$ cat config.mk
export PLATFORM = sky130hd
export DESIGN_NAME = fetch_resp_filter
export DESIGN_NICKNAME = d
export VERILOG_FILES = /design/src/hw/fetch_resp_filter.sv
export SDC_FILE = /design/constraint.sdc
export NUM_CORES = 1
export LEC_CHECK = 0
export BUFFER_PORTS_ARGS = -buffer_cell sky130_fd_sc_hd__clkbuf_2
export CORE_AREA = 2 2 39 41
export DETAILED_ROUTE_END_ITERATION = 7
export DIE_AREA = 0 0 41 43
export PLACE_DENSITY = 0.39
export SLEW_MARGIN = 30
export SYNTH_ARGS = -nofsm -noshare
export SYNTH_HDL_FRONTEND = slang
export SYNTH_SLANG_ARGS = --single-unit
$ cat constraint.sdc
create_clock -name clk_i -period 2.1 [get_ports clk_i]
set_input_delay 0.42 -clock clk_i [delete_from_list [all_inputs] [get_ports clk_i]]
set_output_delay 0.42 -clock clk_i [all_outputs]
set_load 0.005 [all_outputs]
$ cat src/hw/fetch_resp_filter.sv
/*
 * Memory response filter. Tracks the request in flight, marks it stale
 * on a flush or load, and hides the stale line from the queue.
 */
module fetch_resp_filter (
   input  logic clk_i,
   input  logic rst_n_i,
   input  logic flush_i,
   input  logic load_i,
   input  logic imem_valid_i,
   input  logic imem_ready_i,
   input  logic imem_dp_valid_i,
   input  logic line_room_i,
   output logic outstanding_o,
   output logic imem_dp_ready_o,
   output logic resp_valid_o
);

   logic outstanding_q;
   logic drop_q;
   logic redirect;
   logic req_accept;
   logic resp_accept;

   assign redirect    = flush_i | load_i;
   assign req_accept  = imem_valid_i & imem_ready_i;

   // Stale lines are always taken, fresh ones need queue room
   assign imem_dp_ready_o = outstanding_q & (drop_q | line_room_i);
   assign resp_accept     = imem_dp_valid_i & imem_dp_ready_o;
   assign resp_valid_o    = imem_dp_valid_i & ~drop_q;
   assign outstanding_o   = outstanding_q;

   always_ff @(posedge clk_i) begin
      if (!rst_n_i) begin
         outstanding_q <= 1'b0;
         drop_q        <= 1'b0;
      end else begin
         if (req_accept) begin
            outstanding_q <= 1'b1;
         end else if (resp_accept) begin
            outstanding_q <= 1'b0;
         end

         // Request accepted in the redirect cycle is stale as well
         if (resp_accept) begin
            drop_q <= 1'b0;
         end else if (redirect && (outstanding_q || req_accept)) begin
            drop_q <= 1'b1;
         end
      end
   end

endmodule

## Yosys cells after proc, flatten, opt, wreduce, memory -nomap -nowiden

Cells that the tools add are included.

| storage, ports and cells | value |
|---|---|
| flip-flop bits (word level) | 2 |
| input port bits | 8 |

| operators by class | value |
|---|---|
| muxes and demuxes | 2 |
| bitwise logic cells | 8 |
| reduce and logical (&&, ||, !) cells | 4 |

Operators with widths:

| kind | count |
|---|---|
| 1-bit AND | 4 |
| 1-bit two-way mux | 2 |
| 1-bit inverter | 2 |
| 1-bit OR | 2 |
| 2-bit nonzero test | 1 |
| 2-bit OR reduction | 1 |
| 1-bit logical AND | 1 |
| 1-bit logical OR | 1 |

## Longest topological paths before layout

| logic depth | value |
|---|---|
| depth in word-level cells | 5 |
| gate-level depth with buffers | 2 |
| gate-level depth less buffers | 2 |

## Least setup slack after synthesis

OpenSTA, ideal clock, no wires.

| timing | value |
|---|---|
| kind | input -> output |
| start point | input port imem_dp_valid_i |
| end point | output port resp_valid_o |
| arrival | 0.595 ns |
| required time | 1.680 ns |
| path slack | 1.085 ns |
| cell stages on the path | 1 |
| buffers on the path | 0 |
| cell sequence | and2b_2 |

| between the ends | value |
|---|---|
| longest elaborated chain between the ends | 1 |

RTL lines:

| what | line | text |
|---|---|---|
| from (decl) | 12 | `input logic imem_dp_valid_i,` |
| 1-bit AND | 31 | `assign resp_valid_o = imem_dp_valid_i & ~drop_q;` |
| to (decl) | 16 | `output logic resp_valid_o` |

Every way passes these cells.

## Worst setup path after layout

| timing | value |
|---|---|
| start point | register drop_q |
| end point | output port resp_valid_o |

| between the ends | value |
|---|---|
| longest elaborated chain between the ends | 2 |

RTL lines:

| what | line | text |
|---|---|---|
| from (decl) | 20 | `logic drop_q;` |
| from (signal assigned) | 37 | `drop_q <= 1'b0;` |
| from (signal assigned) | 47 | `drop_q <= 1'b0;` |
| from (signal assigned) | 49 | `drop_q <= 1'b1;` |
| 1-bit inverter | 31 |  |
| 1-bit AND | 31 |  |

Every way passes these cells.

==> summary by stage <==
Min path
The kind of path behind the tightest hold check is input pin to register. Along the worst hold path, the cell count comes to 3. The capture endpoint of the worst hold path is outstanding_o.

In this run the most critical hold path is launched from imem_ready_i.

Global routing
The met3 usage in global routing is 0.0942. In the global route stage, overall resource usage came out at 0.0571. The first global-routing pass estimated 538 um of wire. The initial antenna violation count came to 0.

The met2 routing resource usage after global routing is 0.0375. The met1 global-route usage is 0.0671. The global route total overflow is 0. Entering global routing, the biggest net connects 6 pins. The via count of the first global-routing pass is about 130.

The most congested layer reported by global routing is met3.

Yosys
The average size of a mapped cell is between 9 and 10 um^2. For this run, the leading register cell type out of synthesis is sky130_fd_sc_hd__dfxtp_1. By area the synthesized netlist is led by sky130_fd_sc_hd__dfxtp_1, sky130_fd_sc_hd__nor4b_2, sky130_fd_sc_hd__o211a_1, sky130_fd_sc_hd__and2b_2, sky130_fd_sc_hd__a211oi_1. The proportion of register bits with asynchronous set or reset after synthesis is 0. Counting flops and latches in the post-synthesis netlist gives 2. The post-synthesis instance area is around 110 um^2. The cell type with the highest aggregate area in the netlist is sky130_fd_sc_hd__dfxtp_1.

The synthesized instance count is 11. The proportion of netlist area held by the largest area contributor is 0.372. In the post-synthesis netlist, the cell with the most instances is sky130_fd_sc_hd__dfxtp_1. In this run, distinct cell masters in the synthesized netlist total 10. The sequential area share after synthesis is 0.372. The number of enable flip-flop cells after synthesis is 0. During synthesis, Yosys emitted a total of 0 warnings. The number of nets handed over by synthesis was 19.

Clocking
The longest clock path from root to sink contains 2 buffers. The tree built by TritonCTS fans out to 2 sinks. Buffers inserted to repair hold after CTS numbered 0. The root buffer cell is sky130_fd_sc_hd__clkbuf_4. In this run the post-CTS setup repair buffer count came out at 0. The CTS tree is done. In this run, post-CTS repair resized a total of 0 instances. The number of H-tree branching levels is 1. The clock-pin slew on the worst setup and hold paths is approximately 0.03 ns.

For the worst-skew pair, the clock arrives at the later sink with an insertion delay of 0.22 ns. The number of buffers inserted during clock tree synthesis is 3.

STA
Setup violations remaining at the end of the flow were counted as 0. For this run, the top clock speed supported by timing is approximately 0.74 GHz. The actual transition at the worst max-transition pin is 0.287 ns. Between clock sinks in the finished design, the worst skew comes to 0.00220 ns.

The final sum of negative setup slack is 0 ns. Headroom to the max-slew limit came out at 0.808. The number of hold violations in the final report is 0. The hold slack is between 0.4 and 0.5 ns.

The time the worst path needs with I/O delays and setup is ~1.4 ns. The number of pins with negative max-slew slack in the final report is 0. Setup repair after global routing left no endpoint under its margin.

The post-route fraction of the period consumed by the critical path is 0.645.

Route
The residual antenna-violating net count after detailed routing is 0. The final wirelength is ~340 um. Before antenna repair, the detailed router went through 2 iterations. The total via count in the routed design is about 130. In the final routed layout, each cell accounts on average for about 8.6 um. Dividing the detail-routed via count by the number of cells gives 3.35. In this run, the number of DRC markers left after iteration 0 of detailed routing was 4. After detailed routing, the number of remaining DRC violations is 0.

Final layout
The share of post-route cells with drive strength above 1 is 0.625. The number of antenna diodes in the final layout is 0. The register cell area after layout is about 40 um^2. The post-layout net count is 34. The multi-input gate area in the final layout is slightly below 70 um^2. The area growth from synthesis to layout is 86.0%. The number of filler cells placed in the layout is about 160.

Job
The number of max-cap violations is 0.

Placement
Detailed placement finished with a half-perimeter wire length of between 200 and 300 um. The final estimated routing congestion in global placement is between 0.5 and 0.6. In this run the tool buffered the top-level ports with 10 buffer cells.

Floorplan
The area of the core is roughly 0.0014 mm^2. The floorplan die height is around 43 um. The effective utilization at floorplan is 0.0778. The die is about 40 um wide. The die area is roughly 0.0018 mm^2.

The count of boundary I/O pins is 11. The floorplan has 14 rows.

Worst setup path
The peak per-stage delay on the critical path is around 0.38 ns. The cell at the slowest stage of the critical path is sky130_fd_sc_hd__dfxtp_1. In this design, the largest share of critical-path delay is due to flip-flops. In this run the register-to-register setup slack is ~1.2 ns. In this run the worst path has a maximum fanout of 5. The critical path is of the register to primary output type.

The worst setup path is captured at a primary output. The count of cell instances traversed by the critical path is 2. The signal on the critical path passes through and2b_2, clkbuf_2. STA classifies the critical path startpoint as a register.

Counting both buffers and inverters, the worst setup path holds a total of 1. The critical path required time is about 1.7 ns. The end of the worst register-to-register path is drop_q. The worst register-to-register path begins at drop_q. For the worst setup path, the data arrival time is around 0.94 ns.

For the worst flop-to-flop path, the logic depth is 2.

Outcome
The flow ran to the end, and the final reports show no timing, DRC or antenna violations.

Pwr
The total power density per cell area is roughly 760 mW/mm^2. For this design the static power due to leakage is 0.102 nW. The worst vdd rail ir drop is between 200 and 250 uV.
placed cells by master, fill, tap and decap left out:
cell type | netlist | routed
sky130_fd_sc_hd__a211oi_1 | 1 | 1
sky130_fd_sc_hd__and2b_2 | 1 | 1
sky130_fd_sc_hd__clkbuf_2 | 0 | 10
sky130_fd_sc_hd__clkbuf_4 | 0 | 3
sky130_fd_sc_hd__dfxtp_1 | 2 | 2
sky130_fd_sc_hd__nand2_1 | 1 | 1
sky130_fd_sc_hd__nand3_1 | 1 | 1
sky130_fd_sc_hd__nor3_1 | 1 | 1
sky130_fd_sc_hd__nor4b_2 | 1 | 1
sky130_fd_sc_hd__o211a_1 | 1 | 1
sky130_fd_sc_hd__o21a_1 | 1 | 1
sky130_fd_sc_hd__o21ai_0 | 1 | 1
layer usage:
metal	wire length, um	part of all wire	vias up
met2	70	0.20	13
met4	0	0	0
met5	0	0	-
li1	-	-	70
met3	93	0.27	0
met1	177	0.52	51
area by class of cell:
| class | count | share of cell area |
|---|---|---|
| Sequential cell | 2 | 0.200 |
| Timing Repair Buffer | 10 | 0.250 |
| Multi-Input combinational cell | 9 | 0.338 |
| Clock buffer | 3 | 0.112 |
| Tap cell | 16 | 0.100 |
sequential cells by signal, indices dropped and copies added (netlist names):
signal         cells
drop_q             1
outstanding_o      1
worst min-delay path: cells and delay by family:
| kind | cells | cell delay (ns) |
|---|---|---|
| and+or+nand+nor | 1 | 0.06 |
| AOI/OAI and AO/OA | 1 | 0.07 |
| buffers and inverters | 1 | 0.09 |
where the power goes:
group          internal [mW]  switching, mW  total (mW)
clock                 0.0628         0.0195      0.0823
sequential            0.0419        0.00413      0.0460
combinational         0.0143        0.00961      0.0239
total                  0.119         0.0333       0.152
worst max-delay path by stage:
stage / start / endpoint
after floorplan: imem_dp_valid_i / resp_valid_o
after global placement: line_room_i / imem_dp_ready_o
after detailed placement: line_room_i / imem_dp_ready_o
after CTS: drop_q / resp_valid_o
after global routing: drop_q / resp_valid_o
final: drop_q / resp_valid_o
through the flow:
step                cell area, um^2  utilization  instances  total power [mW]  setup slack, ns
global route                    200        0.145         40             0.172            0.672
detailed placement              178        0.128         37            0.0704            0.885
CTS                             200        0.145         40             0.159            0.731
global placement                178        0.128         37            0.0711            0.885
floorplan                       108            -         11            0.0563             1.08
finish                          200        0.145         40             0.152            0.745
kinds of logic (layout without fill, tap and decap cells):
group,after synthesis,count (layout),share of synthesized area
AOI/OAI and AO/OA,4,4,0.279
DFF,2,2,0.372
buffers and inverters,0,13,0
and+or+nand+nor,5,5,0.349
(Power assumes the default switching activity.)
