===== src/hw/fetch_pkg.sv =====
/*
 * Decode side definitions for the fetch stage: window and queue sizes,
 * byte counts, code segment and the address generator states.
 */
package fetch_pkg;

   // Bytes offered to decode in one window
   localparam int unsigned WINDOW_BYTES = 32;

   // Queue capacity, three memory lines
   localparam int unsigned QUEUE_BYTES = 48;

   // Single instruction byte
   typedef logic [7:0] byte_t;

   // Decode window, byte 0 in the low bits
   typedef logic [WINDOW_BYTES*8-1:0] window_t;

   // Byte count in the queue, 0 to 48
   typedef logic [5:0] qcount_t;

   // Bytes taken by decode per handshake, 1 to 15
   typedef logic [3:0] consume_t;

   // Code segment base
   typedef logic [15:0] seg_t;

   // Address generator FSM
   typedef enum logic [1:0] {
      IDLE,
      REQUEST,
      WAIT
   } ag_state_e;

endpackage


===== src/hw/imem_pkg.sv =====
/*
 * Instruction memory side definitions for the fetch stage: line size,
 * linear address and byte offset within a line.
 */
package imem_pkg;

   // Bytes per memory line
   localparam int unsigned LINE_BYTES = 16;

   // Linear fetch address
   typedef logic [31:0] addr_t;

   // One memory line, byte 0 sits in bits 7:0
   typedef logic [LINE_BYTES*8-1:0] line_t;

   // Byte position inside a line
   typedef logic [$clog2(LINE_BYTES)-1:0] line_off_t;

endpackage

===== src/hw/fetch_addr_gen.sv =====
/*
 * Fetch address generator. Keeps the next aligned line address and raises
 * the memory request strobe, at most one request in flight.
 */
module fetch_addr_gen (
   input  logic            clk_i,
   input  logic            rst_n_i,
   input  logic            flush_i,
   input  logic            load_i,
   input  imem_pkg::addr_t load_address_i,
   input  logic            outstanding_i,
   input  logic            line_room_i,
   input  logic            imem_ready_i,
   output logic            imem_valid_o,
   output imem_pkg::addr_t imem_address_o
);
   import imem_pkg::*;
   import fetch_pkg::*;

   ag_state_e state_q;
   ag_state_e state_d;
   addr_t     line_addr_q;
   addr_t     line_addr_d;
   logic      req_accept;

   // A stale request still in flight holds the new one back
   assign imem_valid_o   = (state_q == REQUEST) && !outstanding_i;
   assign imem_address_o = line_addr_q;
   assign req_accept     = imem_valid_o && imem_ready_i;

   always_comb begin
      state_d     = state_q;
      line_addr_d = line_addr_q;
      if (load_i) begin
         // Load beats a flush in the same cycle
         state_d     = REQUEST;
         line_addr_d = load_address_i & ~addr_t'(LINE_BYTES - 1);
      end else if (flush_i) begin
         state_d = IDLE;
      end else begin
         case (state_q)
            IDLE: begin
               state_d = IDLE;
            end
            REQUEST: begin
               if (req_accept) begin
                  state_d     = WAIT;
                  line_addr_d = line_addr_q + addr_t'(LINE_BYTES);
               end
            end
            WAIT: begin
               // Next line only once the last one landed and fits
               if (!outstanding_i && line_room_i) begin
                  state_d = REQUEST;
               end
            end
            default: begin
               state_d = IDLE;
            end
         endcase
      end
   end

   always_ff @(posedge clk_i) begin
      if (!rst_n_i) begin
         state_q <= IDLE;
      end else begin
         state_q <= state_d;
      end
   end

   always_ff @(posedge clk_i) begin
      line_addr_q <= line_addr_d;
   end

endmodule


===== config.mk =====
export PLATFORM = sky130hd
export DESIGN_NAME = fetch_addr_gen
export DESIGN_NICKNAME = d
export VERILOG_FILES = /design/src/hw/fetch_pkg.sv /design/src/hw/imem_pkg.sv /design/src/hw/fetch_addr_gen.sv
export SDC_FILE = /design/constraint.sdc
export NUM_CORES = 1
export LEC_CHECK = 0
export ABC_CLOCK_PERIOD_IN_PS = 2800
export BUFFER_PORTS_ARGS = -buffer_cell sky130_fd_sc_hd__buf_4
export CORE_MARGIN = 1.5
export CORE_UTILIZATION = 40
export DETAILED_ROUTE_END_ITERATION = 8
export GPL_ROUTABILITY_DRIVEN = 0
export PLACE_DENSITY = 0.7
export RECOVER_POWER = 50
export SETUP_SLACK_MARGIN = 0.15
export SLEW_MARGIN = 15
export SYNTH_ARGS = -nofsm -noshare
export SYNTH_HDL_FRONTEND = slang
export SYNTH_SLANG_ARGS = --single-unit

===== constraint.sdc =====
create_clock -name clk_i -period 2.8 [get_ports clk_i]
set_input_delay 0 -clock clk_i [delete_from_list [all_inputs] [get_ports clk_i]]
set_output_delay 0 -clock clk_i [all_outputs]
set_load 0.01 [all_outputs]

==> Word level (Yosys, flattened, before mapping) <==
Cells that the tools add are included.
{ "totals": {"regBits": 34} }
{ "op_classes": {"add_sub_neg": 1, "eq_ne": 7, "mux": 9, "bitwise_logic": 2, "reduce_logical": 11} }
{ "op_table": {"columns": ["op", "count"], "rows": [
  ["2-to-1 mux 32 bit", 4],
  ["adder 32 x 5 -> 32 bit (second input constant)", 1],
  ["inequality test 4 bit (second input constant)", 2],
  ["AND reduction 3 bit", 2],
  ["2-to-1 mux 2 bit", 2],
  ["inequality test 2 bit (second input constant)", 2],
  ["one-hot mux 2 bit (2 select lines)", 1],
  ["AND reduction 2 bit", 2],
  ["nonzero test 2 bit", 2],
  ["logical AND 1 bit", 3],
  ["OR reduction 3 bit", 1],
  ["== test 2 x 1 -> 1 bit (second input constant)", 1],
  ["== test 2 bit (second input constant)", 1],
  ["2-to-1 mux 1 bit", 2],
  ["inequality test 2 x 1 -> 1 bit (second input constant)", 1],
  ["inverter 1 bit", 2],
  ["zero test 1 bit", 1]
]} }

==> Logic depth before layout (Yosys ltp) <==
Gate-level depths: netlist of the first run.
{ "logic_depth": {"depth_word": 7, "mapped_depth": 6} }

==> Worst setup path before layout of the first run <==
OpenSTA, ideal clock, no wires.
{ "synth_path": {"path_type": "register to register", "start": "register state_q[0]", "end": "register line_addr_q[10] (netlist: imem_address_o[10]), enable pin", "setup_ns": 0.452, "arrival_time_ns": 2.851, "setup_slack_ns": -0.503, "path_stages_with_launch": 4, "path_buffers": 0, "synth_period_minus_slack_ns": 3.303, "cell_sequence": "dfxtp_1 nor3b_1 nand2_1 o21ai_0"} }
{ "synth_via": {"elab_chain_cells": 5, "word_cells_on_any_way": 6} }
{ "synth_rtl": {"columns": ["element", "line", "source"], "rows": [
  ["start: declaration", "fetch_addr_gen.sv:20", "ag_state_e state_q;"],
  ["start signal: assignment", "fetch_addr_gen.sv:68", "state_q <= state_d;"],
  ["== test 2 x 1 -> 1 bit", "fetch_addr_gen.sv:27", "assign imem_valid_o = (state_q == REQUEST) && !outstanding_i;"],
  ["logical AND 1 bit", "fetch_addr_gen.sv:27", null],
  ["via imem_valid_o", "fetch_addr_gen.sv:14", "output logic imem_valid_o,"],
  ["logical AND 1 bit", "fetch_addr_gen.sv:29", "assign req_accept = imem_valid_o && imem_ready_i;"],
  ["nonzero test 2 bit (no line)", null, null],
  ["AND reduction 3 bit (no line)", null, null],
  ["end signal: assignment", "fetch_addr_gen.sv:73", "line_addr_q <= line_addr_d;"],
  ["end: declaration", "fetch_addr_gen.sv:22", "addr_t line_addr_q;"]
]} }
The timed path passes the listed nets, and every way through them passes these cells.
A chain may end at the register's enable or synchronous reset.

==> Worst setup path after layout of the first run <==
{ "layout_path": {"start": "register line_addr_q[10] (netlist: imem_address_o[10])", "end": "register line_addr_q[28] (netlist: imem_address_o[28]) (data pin)"} }
{ "layout_via": {"elab_chain_cells": 5} }
{ "layout_rtl": {"columns": ["element", "line", "source"], "rows": [
  ["adder 32 x 5 -> 32 bit", "fetch_addr_gen.sv:48", "line_addr_d = line_addr_q + addr_t'(LINE_BYTES);"],
  ["2-to-1 mux 32 bit", "fetch_addr_gen.sv:46", "if (req_accept) begin"],
  ["2-to-1 mux 32 bit", "fetch_addr_gen.sv:41", "case (state_q)"],
  ["2-to-1 mux 32 bit", "fetch_addr_gen.sv:38", "end else if (flush_i) begin"],
  ["2-to-1 mux 32 bit", "fetch_addr_gen.sv:34", "if (load_i) begin"],
  ["via line_addr_d[28]", "fetch_addr_gen.sv:23", "addr_t line_addr_d;"]
]} }
The timed path passes the listed nets, and every way through them passes these cells. The select of a mux whose other input is x is not followed.

==> summary.txt, run 1 <==
hold crit path type: input port to register
Worst EP required: 2.93 ns
Vias: 1818
io pins: 72
Final Cycle Share: 82.2%
maximum VDD drop: 0.268 mV
routed vias/inst: 5.51
Slew @ Worst Pin: 0.557 ns
largest net degree at the start of global routing: 39
Starting Density: 41.1%
R2R cell count: 4
minimum clock period: 2.30 ns
synth unique cells: 38
ys flop type: edfxtp_1
highest routed layer: met4
First DRT Iteration DRCs: 101
outcome: completed
ant diodes: 0
most frequent cell after synthesis: edfxtp_1
CTS resizes: 0
grt total ovfl: 0
slew margin rel.: 62.9%
Max Clock Skew: 0.00730 ns
setup slack, reg-to-reg: 0.50 ns
wl on met1: 2060 µm
Max Cap Viol: 0
first-pass GRT wire length: 7420 µm
Worst R2R Start: imem_address_o[10]
Avg Cell Area, Syn: 9.54 µm²
Root Driver: clkbuf_8
Fin Setup TNS: 0 ns
Mapped Cells: 201
die area: 5220 µm²
port buffer count: 63
number of synthesized register bits: 30
clock sink count: 30
wire length per cell: 14.1 µm
DP HPWL: 3190 µm
synth cell count leaders: edfxtp_1, nand2_1, nand3_1
post-route ant nets: 0
largest area contributor in the netlist: edfxtp_1
Synth top area share: 43.9%
initial antenna violation count: 0
global-route usage over all layers: 18.4%
fin area: 2550 µm²
top cells by area, synth: edfxtp_1, or4_1, nand2_1
Hold Path Stages: 3
leakage: 0.917 nW
Max Buffers Root-to-Sink: 2
layout cells sized above 1: 18.5%
worst-path fanout max: 13
CP Capture Type: register
Yosys warning total: 0
Final Setup Violations: 0
area growth from synthesis to layout: 32.8%
CORE AREA: 4660 µm²
routed wire length: 4640 µm
Final Hold Slack: 0.00798 ns
Num CTS Buffers: 5
DIE WIDTH: 72.2 µm
Post-route DRC: 0
FP Rows: 25
TritonCTS clock tree: built
wire length on met3: 271 µm
unrepaired setup endpoints after global routing: false
Post-synth EDFFs: 28
Worst-Skew Late Latency: 0.29 ns
clock slew at reported path FFs: 0.07 ns
Post-DP Area: 2390 µm²
final slew viol count: 0
Fillers: 463
drt pass-1 iters: 4
H-tree levels: 2
Worst Setup SP: imem_address_o[10]
Hold Fails Final Rpt: 0
crit path launch type: register
sequential share of the synthesized area: 46.0%
pwr dens: 478 nW/µm²
Final #Nets: 315
critical path type: register to register
WP data arrival: 2.43 ns
Async SR Flop Fraction: 0%
wire length on met2: 2270 µm
Die H: 72.2 µm
Post-CTS Setup Inserts: 0
vias in the first global route: 1654
worst r2r dst: imem_address_o[28]
Fmax achieved: 435 MHz
Hold Startpoint: load_address_i[10]
hold-fix buffers at CTS: 16
Post-Syn Area: 1920 µm²
Hold Path Sink: imem_address_o[10]
-- report_power, final --
part           leakage, nW  total, mW  internal (mW)  switching [mW]
clock               0.0579      0.436          0.262           0.174
sequential           0.292      0.579          0.536          0.0428
combinational        0.567      0.202         0.0980           0.104
total                0.917       1.22          0.896           0.321
-- layer usage --
layer / vias up / track usage (%)
met3: 7 / 5.28
met1: 850 / 22.0
met5: - / 0
li1: 908 / -
met2: 53 / 32.5
met4: 0 / 4.40
-- placed cells by master, fill, tap and decap left out, types with 2 or more instances in the layout --
cell type	count
a21oi_1	2
a31oi_1	9
and3_1	2
and4_1	4
buf_4	35
clkbuf_1	30
clkbuf_8	5
clkinv_2	2
conb_1	4
dfxtp_1	2
dlygate4sd3_1	16
edfxtp_1	28
inv_1	3
mux2_2	2
nand2_1	27
nand2b_1	3
nand3_1	15
nand3b_1	3
nand4_1	8
nor2_1	10
o211ai_1	7
o21ai_0	12
o31ai_1	6
or4_1	14
xnor2_1	4
xor2_1	6
-- cells by family after synthesis --
family                   synth area share (%)
XOR/XNOR                                 4.57
buffers and inverters                    6.27
adder cells (fa/ha/maj)                 0.653
other                                   0.196
AO/OA/AOI/OAI                            12.8
AND/OR/NAND/NOR                          28.4
multiplexers                             1.17
flip-flops                               46.0
-- critical path, stage by stage (launching register included) --
cell and delay [ns]:
edfxtp_1 0.44, and4_1 0.37, nand4_1 0.49, or4_1 0.64, a31oi_1 0.19
-- sequential cells by signal, indices dropped and copies added (netlist names) --
signal          flops
imem_address_o     28
state_q             2
-- stage by stage --
stage,power (mW),setup slack [ns],instances,util (%)
after floorplan,0.691,0.251,204,-
after global placement,0.795,0.623,306,51.3
after detailed placement,0.800,0.543,306,51.3
after CTS,1.25,0.520,330,57.0
after global routing,1.27,0.341,330,54.6
final,1.22,0.500,330,54.6
-- layout make-up --
type	instances	area [µm²]	area share, %
clock buffer	5	68.8	2.70
sequential	30	881	34.6
timing repair buffer	82	543	21.3
tap	54	67.6	2.65
inverter	4	15.0	0.590
clock inverter	3	40.0	1.57
multi-input combinational	152	931	36.6
-- worst max path at each step --
stage                    endpoint  slack [ns]  cells past startpoint
2_1_floorplan  imem_address_o[10]        0.25                      3
3_5_place_dp   imem_address_o[28]        0.54                      4
5_1_grt        imem_address_o[26]        0.34                      4
6_report       imem_address_o[28]        0.50                      4
4_1_cts        imem_address_o[28]        0.52                      4
3_3_place_gp   imem_address_o[28]        0.62                      4
Power figures use the tool's default switching activity.
==> inputs of run 2 (changes only) <==
--- a/config.mk
+++ b/config.mk
@@ -5,13 +5,13 @@
 export SDC_FILE = /design/constraint.sdc
 export NUM_CORES = 1
 export LEC_CHECK = 0
-export ABC_CLOCK_PERIOD_IN_PS = 2800
+export ABC_CLOCK_PERIOD_IN_PS = 2150
 export BUFFER_PORTS_ARGS = -buffer_cell sky130_fd_sc_hd__buf_4
 export CORE_MARGIN = 1.5
 export CORE_UTILIZATION = 40
 export DETAILED_ROUTE_END_ITERATION = 8
 export GPL_ROUTABILITY_DRIVEN = 0
-export PLACE_DENSITY = 0.7
+export PLACE_DENSITY = 0.67
 export RECOVER_POWER = 50
 export SETUP_SLACK_MARGIN = 0.15
 export SLEW_MARGIN = 15
==> constraint.sdc (replaced) <==
create_clock -name clk_i -period 2.15 [get_ports clk_i]
set_input_delay 0 -clock clk_i [delete_from_list [all_inputs] [get_ports clk_i]]
set_output_delay 0 -clock clk_i [all_outputs]
set_load 0.01 [all_outputs]
==> run 2 against run 1 <==
Non-clock buffer count is 5 higher. Fmax is 22% higher. The flow now finishes with violations (negative hold slack). Total power is 23% higher. First-iteration DRC count is 3.0% lower.
==> summary.txt, run 2 (synthesis results as in run 1) <==
slew margin rel.: 49.6% (was 62.9%)
wire length per cell: 13.7 µm (was 14.1 µm)
WP data arrival: 2.01 ns (was 2.43 ns)
area of the multi-input gates: 930 µm² (was 931 µm²)
routed wire length: 4600 µm (was 4640 µm)
Worst-Skew Late Latency: 0.28 ns (was 0.29 ns)
Max Cap Viol: 0 (unchanged)
Fin Setup TNS: 0 ns (unchanged)
Fmax achieved: 529 MHz (was 435 MHz)
Root Driver: clkbuf_8 (unchanged)
Final #Nets: 320 (was 315)
Post-route DRC: 0 (unchanged)
routed vias/inst: 5.45 (was 5.51)
Final Hold Slack: -0.0134 ns (was 0.00798 ns)
dpl ws: 0.218 ns (was 0.543 ns)
DP HPWL: 3230 µm (was 3190 µm)
Reg area: 881 µm² (unchanged)
Num CTS Buffers: 5 (unchanged)
Final Setup Violations: 0 (unchanged)
Worst R2R Start: imem_address_o[7] (was imem_address_o[10])
layout cells sized above 1: 21.4% (was 18.5%)
Hold Fails Final Rpt: 1 (was 0)
Die H: 72.2 µm (unchanged)
global-route usage over all layers: 18.4% (about the same)
max reg flops: 28 (unchanged)
ant diodes: 0 (unchanged)
Pwr Total: 1.50 mW (was 1.22 mW)
CORE AREA: 4660 µm² (unchanged)
hold crit path type: input port to register (unchanged)
minimum clock period: 1.89 ns (was 2.30 ns)
Hold Startpoint: flush_i (was load_address_i[10])
largest net degree at the start of global routing: 39 (unchanged)
die area: 5220 µm² (unchanged)
Vias: 1825 (was 1818)
final slew viol count: 0 (unchanged)
critical path type: register to register (unchanged)
maximum VDD drop: 0.253 mV (was 0.268 mV)
worst-path fanout max: 13 (unchanged)
clock sink count: 30 (unchanged)
vias in the first global route: 1636 (was 1654)
post-route ant nets: 0 (unchanged)
Worst Setup SP: imem_address_o[7] (was imem_address_o[10])
Slew @ Worst Pin: 0.751 ns (was 0.557 ns)
CP Capture Type: register (unchanged)
commonest non-fill, non-tap cell in the layout: buf_4 (unchanged)
grt total ovfl: 0 (unchanged)
pwr dens: 583 nW/µm² (was 478 nW/µm²)
most frequent cells in the layout: buf_4, clkbuf_1, edfxtp_1 (unchanged)
Starting Density: 41.1% (unchanged)
setup ws final: 0.260 ns (was 0.500 ns)
leakage: 0.934 nW (was 0.917 nW)
DIE WIDTH: 72.2 µm (unchanged)
outcome: finished with violations (was completed)
First DRT Iteration DRCs: 98 (was 101)
first-pass GRT wire length: 7510 µm (was 7420 µm)
FP Rows: 25 (unchanged)
unrepaired setup endpoints after global routing: false (unchanged)
area growth from synthesis to layout: 33.9% (was 32.8%)
drt pass-1 iters: 4 (unchanged)
io pins: 72 (unchanged)
clock slew at reported path FFs: 0.06 ns (was 0.07 ns)
crit path launch type: register (unchanged)
Fillers: 472 (was 463)
TritonCTS clock tree: built (unchanged)
Final Cycle Share: 87.9% (was 82.2%)
Worst EP required: 2.27 ns (was 2.93 ns)
failing checks: negative hold slack
port buffer count: 63 (unchanged)
Max Clock Skew: 0.00674 ns (was 0.00730 ns)
H-tree levels: 2 (unchanged)
initial antenna violation count: 0 (unchanged)
Max Buffers Root-to-Sink: 2 (unchanged)
-- run 2: through the flow --
| step | hold WS, ns | instance area [µm²] | utilization (%) | cells |
|---|---|---|---|---|
| final | -0.0134 | 2570 | 55.1 | 335 |
| after global routing | 0.00424 | 2570 | 55.1 | 335 |
| after CTS | 0.00166 | 2670 | 57.4 | 333 |
| after detailed placement | 0.217 | 2460 | 52.8 | 313 |
| after global placement | 0.212 | 2460 | 52.8 | 313 |
| after floorplan | 0.0567 | 1940 | - | 204 |
-- run 2: layout make-up --
| cell class | count | share of cell area [%] |
|---|---|---|
| Timing Repair Buffer | 87 | 22.7 |
| Sequential cell | 30 | 34.3 |
| Clock buffer | 7 | 3.36 |
| Tap cell | 54 | 2.63 |
| Multi-Input combinational cell | 152 | 36.2 |
| Clock inverter | 1 | 0.195 |
| Inverter | 4 | 0.585 |
-- run 2: worst max-delay path, stage by stage, from the launching register on --
cell	delay, ns
edfxtp_1	0.42
and4_2	0.35
nand4_1	0.11
buf_4	0.19
or4_1	0.47
a31oi_1	0.18
-- run 2: path summary, 6_finish.rpt --
| check | cells past startpoint | to | slack (ns) |
|---|---|---|---|
| worst max-delay path | 5 | imem_address_o[24] | 0.26 |
| worst min-delay path | 4 | state_q[1] | -0.01 |
| worst max register to register | 5 | imem_address_o[24] | 0.26 |
| worst min register to register | 3 | state_q[1] | 0.57 |
-- run 2: per-layer routing --
layer  track usage [%]  share of wire [%]
met5                 0                  0
met1              23.1                 46
met4              6.92               0.67
met3              4.72                6.4
met2              30.7                 47
-- run 2: timing repair --
item                                    in CTS  in global routing
buffers inserted                             0                  2
hold buffers                                12                  0
hold endpoints to repair                    12                  0
gates resized for setup                      0                  2
endpoints found under the setup margin       0                  7
-- run 2: power breakdown --
group / total (mW) / internal [mW] / switching [mW]
registers: 0.742 / 0.698 / 0.0447
clock network: 0.471 / 0.258 / 0.213
logic: 0.283 / 0.136 / 0.146
